[config.mk]
export PLATFORM = sky130hd
export DESIGN_NAME = i2s_codec_endpoint
export DESIGN_NICKNAME = d
export VERILOG_FILES = /design/src/hdl/i2s_pkg.sv /design/src/hdl/i2s_edge_if.sv /design/src/hdl/i2s_edge_detect.sv /design/src/hdl/i2s_rx_deserializer.sv /design/src/hdl/i2s_tx_serializer.sv /design/src/hdl/i2s_codec_endpoint.sv
export VERILOG_INCLUDE_DIRS = /design/src /design/src/hdl
export SDC_FILE = /design/constraint.sdc
export NUM_CORES = 1
export LEC_CHECK = 0
export BUFFER_PORTS_ARGS = -buffer_cell sky130_fd_sc_hd__buf_2
export CORE_AREA = 2 2 101 103
export CTS_CLUSTER_SIZE = 12
export DETAILED_ROUTE_END_ITERATION = 10
export DIE_AREA = 0 0 103 105
export MAX_ROUTING_LAYER = met4
export PLACE_DENSITY_LB_ADDON = 0.3
export SLEW_MARGIN = 20
export SYNTH_ARGS = -nofsm -noshare
export SYNTH_HDL_FRONTEND = slang
export SYNTH_SLANG_ARGS = --single-unit
[constraint.sdc]
create_clock -name clk_i -period 2.6 [get_ports clk_i]
set_clock_uncertainty 0.15 [all_clocks]
set_input_delay 0.52 -clock clk_i [delete_from_list [all_inputs] [get_ports clk_i]]
set_output_delay 0.52 -clock clk_i [all_outputs]
set_load 0.005 [all_outputs]
[src/hdl/i2s_settings.svh]
/* Fixed I2S word format for the codec endpoint. Only 16-bit samples are handled.
   The counter width must hold one count more than the sample width. */
`ifndef I2S_SETTINGS_SVH
`define I2S_SETTINGS_SVH

// Bits per audio sample, MSB first on the wire
`define I2S_SAMPLE_W 16

// BCLK rise counter per half frame
// Must cover the delay bit, the sample bits and the latch slot
`define I2S_CNT_W 5

`endif

[src/hdl/i2s_pkg.sv]
/* Shared types of the I2S codec endpoint. The sample width comes from the
   settings header, so there are no package parameters. */
`include "i2s_settings.svh"

package i2s_pkg;

  // One audio sample
  // Two's complement on the wire, but the design only moves raw bits
  typedef logic [`I2S_SAMPLE_W-1:0] sample_t;

  // Channel picked by the LRCLK level in standard I2S
  typedef enum logic {
    CH_LEFT  = 1'b0,  // LRCLK low
    CH_RIGHT = 1'b1   // LRCLK high
  } channel_e;

endpackage

[src/hdl/i2s_edge_if.sv]
/* Edge strobes of BCLK and LRCLK in the clk_i domain. Each strobe is high
   for one cycle, and lrclk_lvl is the registered LRCLK level. */
`timescale 1ns/100ps

interface i2s_edge_if ();

  logic bclk_rise;   // BCLK went 0 -> 1
  logic bclk_fall;   // BCLK went 1 -> 0
  logic lrclk_rise;  // Start of right half frame
  logic lrclk_fall;  // Start of left half frame
  logic lrclk_lvl;   // Registered LRCLK, updated with the strobes

  modport det (
    output bclk_rise, bclk_fall, lrclk_rise, lrclk_fall, lrclk_lvl
  );

  // Receiver samples DAC data on BCLK rise
  modport rx (
    input bclk_rise, lrclk_rise, lrclk_fall, lrclk_lvl
  );

  // Transmitter changes ADC data on BCLK fall
  modport tx (
    input bclk_fall, lrclk_rise, lrclk_fall, lrclk_lvl
  );

endinterface

[src/hdl/i2s_edge_detect.sv]
/* BCLK and LRCLK are sampled directly, with no synchronizer. Both must be
   clean levels that stay stable for several clk_i cycles. */
`timescale 1ns/100ps

module i2s_edge_detect (
  input  logic      clk_i,
  input  logic      rst_ni,
  input  logic      bclk,
  input  logic      lrclk,
  i2s_edge_if.det   edges
);

  logic bclk_q;   // BCLK as seen at the last clock edge
  logic lrclk_q;  // LRCLK as seen at the last clock edge

  // Bit clock edges
  always_ff @(posedge clk_i or negedge rst_ni) begin
    if (!rst_ni) begin
      bclk_q          <= 1'b0;
      edges.bclk_rise <= 1'b0;
      edges.bclk_fall <= 1'b0;
    end else begin
      bclk_q          <= bclk;
      edges.bclk_rise <= bclk & ~bclk_q;
      edges.bclk_fall <= ~bclk & bclk_q;
    end
  end

  // Word select edges
  // The strobe and the new level show up in the same cycle
  always_ff @(posedge clk_i or negedge rst_ni) begin
    if (!rst_ni) begin
      lrclk_q          <= 1'b0;
      edges.lrclk_rise <= 1'b0;
      edges.lrclk_fall <= 1'b0;
    end else begin
      lrclk_q          <= lrclk;
      edges.lrclk_rise <= lrclk & ~lrclk_q;  // Right half starts
      edges.lrclk_fall <= ~lrclk & lrclk_q;  // Left half starts
    end
  end

  // Downstream blocks use this and never the raw pin
  assign edges.lrclk_lvl = lrclk_q;

endmodule

[src/hdl/i2s_rx_deserializer.sv]
/* Standard I2S receive with one BCLK of delay after each LRCLK edge. A half
   frame needs at least 18 BCLK periods, or the word is never latched. */
`timescale 1ns/100ps
`include "i2s_settings.svh"

module i2s_rx_deserializer (
  input  logic             clk_i,
  input  logic             rst_ni,
  i2s_edge_if.rx           edges,
  input  logic             dac_sdata,
  output i2s_pkg::sample_t rx_left,
  output i2s_pkg::sample_t rx_right
);
  import i2s_pkg::*;

  localparam logic [`I2S_CNT_W-1:0] FIRST_BIT = `I2S_CNT_W'(1);  // Count 0 is the delay bit
  localparam logic [`I2S_CNT_W-1:0] LAST_BIT  = `I2S_CNT_W'(`I2S_SAMPLE_W);
  localparam logic [`I2S_CNT_W-1:0] CNT_MAX   = '1;

  logic [`I2S_CNT_W-1:0] bit_cnt_q;  // BCLK rises since the last LRCLK edge
  sample_t               shift_q;
  logic                  frame_edge;
  logic                  in_word;
  logic                  past_word;
  channel_e              channel;

  assign frame_edge = edges.lrclk_rise | edges.lrclk_fall;
  assign channel    = channel_e'(edges.lrclk_lvl);

  // Decoded from the count before it increments
  assign in_word   = (bit_cnt_q >= FIRST_BIT) && (bit_cnt_q <= LAST_BIT);
  assign past_word = bit_cnt_q > LAST_BIT;

  // Holds at the top so a long half frame does not wrap into the data slots
  always_ff @(posedge clk_i or negedge rst_ni) begin
    if (!rst_ni) begin
      bit_cnt_q <= '0;
    end else if (frame_edge) begin
      bit_cnt_q <= '0;
    end else if (edges.bclk_rise && (bit_cnt_q != CNT_MAX)) begin
      bit_cnt_q <= bit_cnt_q + 1'b1;
    end
  end

  // Shift in MSB first, then hand the word to the current channel
  always_ff @(posedge clk_i or negedge rst_ni) begin
    if (!rst_ni) begin
      shift_q  <= '0;
      rx_left  <= '0;
      rx_right <= '0;
    end else if (frame_edge) begin
      shift_q <= '0;
    end else if (edges.bclk_rise) begin
      if (in_word) begin
        shift_q <= {shift_q[`I2S_SAMPLE_W-2:0], dac_sdata};
      end else if (past_word) begin
        // Copied on every later rise, the word no longer changes
        case (channel)
          CH_LEFT:  rx_left  <= shift_q;
          CH_RIGHT: rx_right <= shift_q;
          default:  rx_left  <= shift_q;
        endcase
      end
    end
  end

endmodule

[src/hdl/i2s_tx_serializer.sv]
/* Standard I2S transmit. The sample of a channel is taken only at the LRCLK
   edge that starts its half frame; later changes wait for the next one. */
`timescale 1ns/100ps

module i2s_tx_serializer (
  input  logic             clk_i,
  input  logic             rst_ni,
  i2s_edge_if.tx           edges,
  input  i2s_pkg::sample_t tx_left,
  input  i2s_pkg::sample_t tx_right,
  output logic             adc_sdata
);
  import i2s_pkg::*;

  // Delay bit on top of the sample
  localparam int unsigned REG_W = $bits(sample_t) + 1;

  logic [REG_W-1:0] shift_q;
  logic             frame_edge;
  channel_e         channel;
  sample_t          next_sample;

  assign frame_edge = edges.lrclk_rise | edges.lrclk_fall;

  // lrclk_lvl already holds the level after the edge
  assign channel = channel_e'(edges.lrclk_lvl);

  always_comb begin
    case (channel)
      CH_LEFT:  next_sample = tx_left;
      CH_RIGHT: next_sample = tx_right;
      default:  next_sample = tx_left;
    endcase
  end

  // Load on LRCLK edge, shift on BCLK fall
  // The load wins when both strobes land in the same cycle
  always_ff @(posedge clk_i or negedge rst_ni) begin
    if (!rst_ni) begin
      shift_q <= '0;
    end else if (frame_edge) begin
      shift_q <= {1'b0, next_sample};
    end else if (edges.bclk_fall) begin
      shift_q <= {shift_q[REG_W-2:0], 1'b0};  // Zero fill after the LSB
    end
  end

  assign adc_sdata = shift_q[REG_W-1];

endmodule

[src/hdl/i2s_codec_endpoint.sv]
/* Codec side of an I2S link, stereo, 16-bit standard format, all in clk_i.
   ac_mclk is accepted for pin compatibility and not used. BCLK and LRCLK
   must be slow, clean levels relative to clk_i. */
`timescale 1ns/100ps

module i2s_codec_endpoint (
  input  logic             clk_i,
  input  logic             rst_ni,
  input  logic             ac_mclk,       // Codec master clock, unused
  input  logic             ac_bclk,       // Bit clock from the controller
  input  logic             ac_lrclk,      // Word select, low is left
  input  logic             ac_dac_sdata,  // Playback data from the controller
  output logic             ac_adc_sdata,  // Record data to the controller
  input  i2s_pkg::sample_t tx_left,
  input  i2s_pkg::sample_t tx_right,
  output i2s_pkg::sample_t rx_left,
  output i2s_pkg::sample_t rx_right
);

  i2s_edge_if edges ();

  // Clock edges to one-cycle strobes
  i2s_edge_detect u_edge_detect (
    .clk_i  (clk_i),
    .rst_ni (rst_ni),
    .bclk   (ac_bclk),
    .lrclk  (ac_lrclk),
    .edges  (edges.det)
  );

  // Playback path
  i2s_rx_deserializer u_rx (
    .clk_i     (clk_i),
    .rst_ni    (rst_ni),
    .edges     (edges.rx),
    .dac_sdata (ac_dac_sdata),
    .rx_left   (rx_left),
    .rx_right  (rx_right)
  );

  // Record path
  i2s_tx_serializer u_tx (
    .clk_i     (clk_i),
    .rst_ni    (rst_ni),
    .edges     (edges.tx),
    .tx_left   (tx_left),
    .tx_right  (tx_right),
    .adc_sdata (ac_adc_sdata)
  );

endmodule

==> flow_summary.ini, run 1 <==
[routing]
drt_pre_antenna_iters = 4
totalWireLength_um = 6222
viasPerCell = 4.667
drc = 0
wire_per_inst_um = 13.35
num_vias = 2175
drt_iter0_markers = 60
ant_nets = 0

[final_layout]
drive_gt1_frac = 0.3874
fin_util = 0.4198
seq_area_mm2 = 0.001902
antenna_cells = 0
layout.nets = 370
multiInputGateArea_mm2 = 0.001326
fillers = 958
syn_to_final_growth_pct = 21.26

[run]
max_cap_violations = 0

[critical_path]
crit_type = flip-flop to flip-flop
path_buf_inv = 1
worst_setup_path_end_kind = flip-flop
cpLargestDelayFamily = simple AND/OR/NAND/NOR gates
cp_max_fo = 6
cp_cell_sequence = buf_4, ha_1, and3_2, ha_1, nor2b_1, nand4_1, xor2_1, nor2_1
slowest_delay_ns = 0.39
crit_arrival_ns = 2.24
start_kind = flip-flop
slowest_stage = dfrtp_1
crit_top_cell = ha_1
critPathRequiredTime_ns = 2.66

[place]
dp_hpwl_um = 4169
io_buffers = 69
gp_congestion = 0.7564

[timing]
max_freq_mhz = 459.8
relSlewSlack = 0.5544
period_minus_slack_ns = 2.175
finalHoldViolCount = 0
report.final.slew_viol_count = 0
post-route-period-util = 0.8365
worstMarginPinSlew_ns = 0.6685
fin_tns_setup_ns = 0
rsz0062_at_grt = false
setup_viol_count_final = 0

[synth]
syn_nets = 300
synth_area_leaders = dfrtp_1 57%, mux2i_1 10%, mux2_2 7.4%
synth_area_mm2 = 0.003337
synth.distinct_cells = 30
yosysTopAreaCell = dfrtp_1
yosysWarnings = 0
synth_top_area_share = 0.5699
netlist_instances = 258
synth-seq-cells = 76
syn-mean-instance-area_um2 = 12.93
ys_seq_area_frac = 0.5699

[clocking]
htreeDepth = 3
path_clk_slew_ns = 0.08
cts_made_buffers = 9
clockRootBuffer = clkbuf_8
cts.sink_count = 76
tritoncts = yes
cts.path.max_buffers = 2
clk_latency_ns = 0.35

[power]
netSwitchingFraction = 0.2503
p_sw_mw = 0.6316
power.leakage_nw = 2.034
p_comb_frac = 0.092
p_per_area_mw_per_mm2 = 623.5
p_clk_frac = 0.412
intPower_mw = 1.891
p_seq_frac = 0.496
ir_worst_vdd_mv = 0.2536

[outcome]
status = finished, final reports clean

[global_route]
grtUsageTotal = 0.1299
antenna_found_initial = 0
grt_pass1_vias = 2274
grt_max_degree = 40
grt_overflow = 0
grt_pass1_wl_um = 10820

[die]
die_w_um = 103
pin_count = 71
die-area_mm2 = 0.01082
core_area_mm2 = 0.009639
die_h_um = 105
start_util = 0.3462
rows = 36

[worst_hold_path]
hp-class = primary input to flip-flop
[per-stage QoR]
stage	cell area, µm²	hold slack, ns	power (mW)	setup slack, ns	cells
2_1_floorplan	3337	0.07441	1.419	0.5852	258
3_3_place_gp	3806	0.2560	1.501	0.1706	449
3_5_place_dp	3806	0.2574	1.508	0.1254	449
4_1_cts	4045	0.1336	2.554	0.1106	466
5_1_grt	4046	0.1390	2.646	0.2830	466
6_report	4046	0.1435	2.523	0.4251	466
[final timing paths]
kind,start,endpoint,slack (ns),cells after the start
setup / recovery,u_rx.bit_cnt_q[0],u_rx.bit_cnt_q[3],0.43,8
hold / removal,ac_bclk,u_edge_detect.bclk_q,0.14,1
min in group asynchronous,rst_ni,u_rx.rx_left[9],0.51,2
setup reg to reg,u_rx.bit_cnt_q[0],u_rx.bit_cnt_q[3],0.43,8
hold reg to reg,u_edge_detect.bclk_q,u_edge_detect.edges.bclk_rise,0.27,1
max in group asynchronous,rst_ni,u_tx.shift_q[14],1.20,3
[power groups by stage]
stage,logic [mW],clock network (mW),registers (mW)
floorplan,0.148,0,1.27
global placement,0.227,0,1.27
detailed placement,0.232,0,1.28
CTS,0.235,1.07,1.25
global route,0.264,1.12,1.26
finish,0.231,1.04,1.25
[logic make-up (layout without fill, tap and decap cells)]
logic type,count (synthesis),in the layout,share of synthesized area
flops,76,76,0.5699
mux,66,66,0.2212
simple gates,58,58,0.09374
compound gates,32,32,0.05924
buf+inv,19,94,0.03300
fa+ha+maj,4,4,0.01500
xor+xnor,3,3,0.007875
[worst reg2reg max path: stages, from the launching register on]
cell	delay (ns)
dfrtp_1	0.39
buf_4	0.15
ha_1	0.21
and3_2	0.22
ha_1	0.17
nor2b_1	0.36
nand4_1	0.17
xor2_1	0.16
nor2_1	0.05
[per-layer routing]
layer  vias up  part of all wire  track usage
li1       1050                 -            -
met3         9             0.061      0.04415
met1      1038              0.46       0.1681
met4         0             0.012      0.03383
met2        78              0.46       0.1953
met5         -                 0            -
[what timing repair did]
action | CTS | global route
setup buffers | 0 | 0
hold buffers | 1 | 0
resized for setup | 0 | 1
endpoints found under the setup margin | 0 | 1
endpoints found under the hold margin | 22 | 0
[cells in the mapped netlist (all sizes together)]
master	n
xor2	2
nand2	19
buf	7
mux2	32
nor2	8
ha	4
and2	1
nand3b	1
a211oi	15
o21ai	1
nor4	1
mux2i	34
xnor2	1
nand3	1
and4b	1
inv	2
a21oi	16
nand4	2
or3b	1
nor2b	20
clkbuf	10
and3	2
dfrtp	76
or2	1
[flip-flops by register name, summed over array words and instances (netlist names)]
name	cells
u_edge_detect.edges.bclk_rise	1
u_rx.shift_q	16
u_tx.shift_q	17
u_edge_detect.edges.lrclk_lvl	1
u_rx.rx_right	16
u_edge_detect.edges.lrclk_fall	1
u_rx.rx_left	16
u_edge_detect.edges.bclk_fall	1
u_edge_detect.bclk_q	1
u_rx.bit_cnt_q	5
u_edge_detect.edges.lrclk_rise	1
[cells in the final DEF, fill, tap and decap left out, types with 3 or more instances in the layout]
cell type | synthesis | layout
dfrtp_1 | 76 | 76
buf_2 | 3 | 68
mux2i_1 | 34 | 34
mux2_2 | 22 | 22
nor2b_1 | 20 | 20
nand2_1 | 19 | 19
a21oi_1 | 16 | 16
a211oi_1 | 15 | 15
mux2_4 | 10 | 10
clkbuf_8 | 0 | 9
nor2_1 | 8 | 8
buf_4 | 1 | 6
ha_1 | 4 | 4
inv_6 | 0 | 3
[cell type report]
type / count / share of cell area
inverter: 2 / 0.001855
clock buffer: 9 / 0.03061
tap: 133 / 0.04113
timing repair buffer: 76 / 0.1027
sequential: 76 / 0.4700
multi-input combinational: 163 / 0.3278
clock inverter: 7 / 0.02597
No activity file was read; power rests on OpenSTA's default activity.
==> run 2, diff against run 1 <==
clock period = 2.17 ns   (was 2.6 ns; I/O delays follow)
==> flow_summary.ini, run 2 (synthesis results as in run 1) <==
[outcome]
status = finished, final reports clean

[die]
die-area_mm2 = 0.01082
die_w_um = 103
die_h_um = 105
start_util = 0.3462
rows = 36
core_area_mm2 = 0.009639
pin_count = 71

[final_layout]
syn_to_final_growth_pct = 22.53
layout.nets = 373
layout.cells.non_filler = 468
drive_gt1_frac = 0.3881
antenna_cells = 0
final_cell_mix = 76 x dfrtp_1, 68 x buf_2, 34 x mux2i_1
largest_register_ffs = 17
final_common_cell = dfrtp_1
largest_register = u_tx.shift_q

[clocking]
clk_latency_ns = 0.34
cts.path.max_buffers = 2
clockRootBuffer = clkbuf_8
htreeDepth = 3
cts-resized-gates = 0
path_clk_slew_ns = 0.08
cts.sink_count = 76
tritoncts = yes
cts_made_buffers = 9

[global_route]
grtUsageTotal = 0.1282
use_met2 = 0.2008
grt_pass1_wl_um = 10740
grt_use_met3 = 0.03679
grt_pass1_vias = 2287
grt-busiest-layer = met2
grt_max_degree = 40
grt_overflow = 0
use_met1 = 0.1636
antenna_found_initial = 0

[power]
netSwitchingFraction = 0.2338
intPower_mw = 2.245
p_seq_frac = 0.513
power.leakage_nw = 2.051
p_sw_mw = 0.6851
p_per_area_mw_per_mm2 = 716.5
ir_worst_vdd_mv = 0.3440
p_comb_frac = 0.094
p_clk_frac = 0.393

[run]
max_cap_violations = 0

[routing]
totalWireLength_um = 6029
num_vias = 2138
drt_iter0_markers = 56
drc = 0
drt_pre_antenna_iters = 3
viasPerCell = 4.568
wire_per_inst_um = 12.88
ant_nets = 0

[critical_path]
crit_type = flip-flop to flip-flop
critPathRequiredTime_ns = 2.25
rr_startpoint = u_rx.bit_cnt_q[0]
cp-endpoint = u_rx.rx_left[14]
regToRegEndpoint = u_rx.rx_left[14]
cp_max_fo = 16
startpoint = u_rx.bit_cnt_q[0]
worst_setup_path_end_kind = flip-flop
start_kind = flip-flop
r2r_slack_ns = 0.15
crit_arrival_ns = 2.10
cp_cell_sequence = inv_1, ha_1, or3b_4, and4b_1, buf_12, mux2_4
reg2reg_depth = 6
slowest_stage = dfrtp_1
slowest_delay_ns = 0.44

[timing]
rsz0062_at_grt = false
fin_tns_setup_ns = 0
report.final.slew_viol_count = 0
post-route-period-util = 0.9316
worstMarginPinSlew_ns = 0.6740
period_minus_slack_ns = 2.022
relSlewSlack = 0.5507
max_freq_mhz = 494.7
finalHoldViolCount = 0
setup_viol_count_final = 0

[place]
io_buffers = 69
dp_hpwl_um = 4141
dp.cells = 452
gp_congestion = 0.7066

[worst_hold_path]
whs_path_depth = 1
hp-class = primary input to flip-flop
==> run 2: cell count changes in the layout (fill, tap and decap cells not counted), sizes merged <==
cell | previous run | this run
buf | 75 | 78
clkinv | 0 | 1
clkinvlp | 1 | 2
inv | 6 | 3
==> run 2: worst min-delay path by stage <==
| stage | from | end | slack, ns |
|---|---|---|---|
| after CTS | ac_bclk | u_edge_detect.bclk_q | 0.06 |
| after global routing | ac_bclk | u_edge_detect.bclk_q | 0.06 |
| after detailed placement | rst_ni | u_rx.rx_left[9] | 0.17 |
| after global placement | rst_ni | u_rx.rx_left[9] | 0.17 |
| final | ac_bclk | u_edge_detect.bclk_q | 0.08 |
| after floorplan | rst_ni | u_edge_detect.bclk_q | -0.01 |
==> run 2: timing repair <==
action,4_1_cts,5_1_grt
hold buffers,1,0
hold endpoints to repair,15,0
buffers inserted,0,0
==> run 2: critical path: cells and delay by family, from the launching register on <==
family | cells | cell delay, ns
AND/OR/NAND/NOR | 2 | 0.62
flip-flops | 1 | 0.44
multiplexers | 1 | 0.30
buffers and inverters | 2 | 0.27
adder cells (fa/ha/maj) | 1 | 0.14
==> run 2: area by class of cell <==
type	instances	area [µm²]
inverters	2	7.507
well taps	133	166.4
clock inverters	6	88.84
multi-input cells	163	1325
fillers	967	5550
flip-flops and latches	76	1902
clock buffers	9	123.9
repair buffers	79	475.5
==> run 2: layer usage <==
metal	vias to the layer above	routed length, µm
met5	-	0
met4	0	55
met3	9	299
met2	63	2799
met1	1016	2874
li1	1050	-
==> run 2: through the flow <==
step / setup slack, ns / instance area (µm²) / hold WS [ns] / utilization / total power, mW
final: 0.1484 / 4089 / 0.07758 / 0.4242 / 2.930
after detailed placement: 0.1467 / 3866 / 0.1693 / 0.4011 / 1.809
after floorplan: 0.1552 / 3337 / -0.01159 / - / 1.700
after global routing: 0.06422 / 4089 / 0.05515 / 0.4242 / 3.089
after CTS: 0.1464 / 4089 / 0.05885 / 0.4242 / 2.986
after global placement: 0.1874 / 3866 / 0.1652 / 0.4011 / 1.800
==> run 2: power groups by stage <==
stage | Combinational, mW | Clock, mW | Sequential, mW
finish | 0.276 | 1.15 | 1.50
global placement | 0.271 | 0 | 1.53
detailed placement | 0.279 | 0 | 1.53
floorplan | 0.177 | 0 | 1.52
CTS | 0.282 | 1.20 | 1.50
global route | 0.317 | 1.26 | 1.51
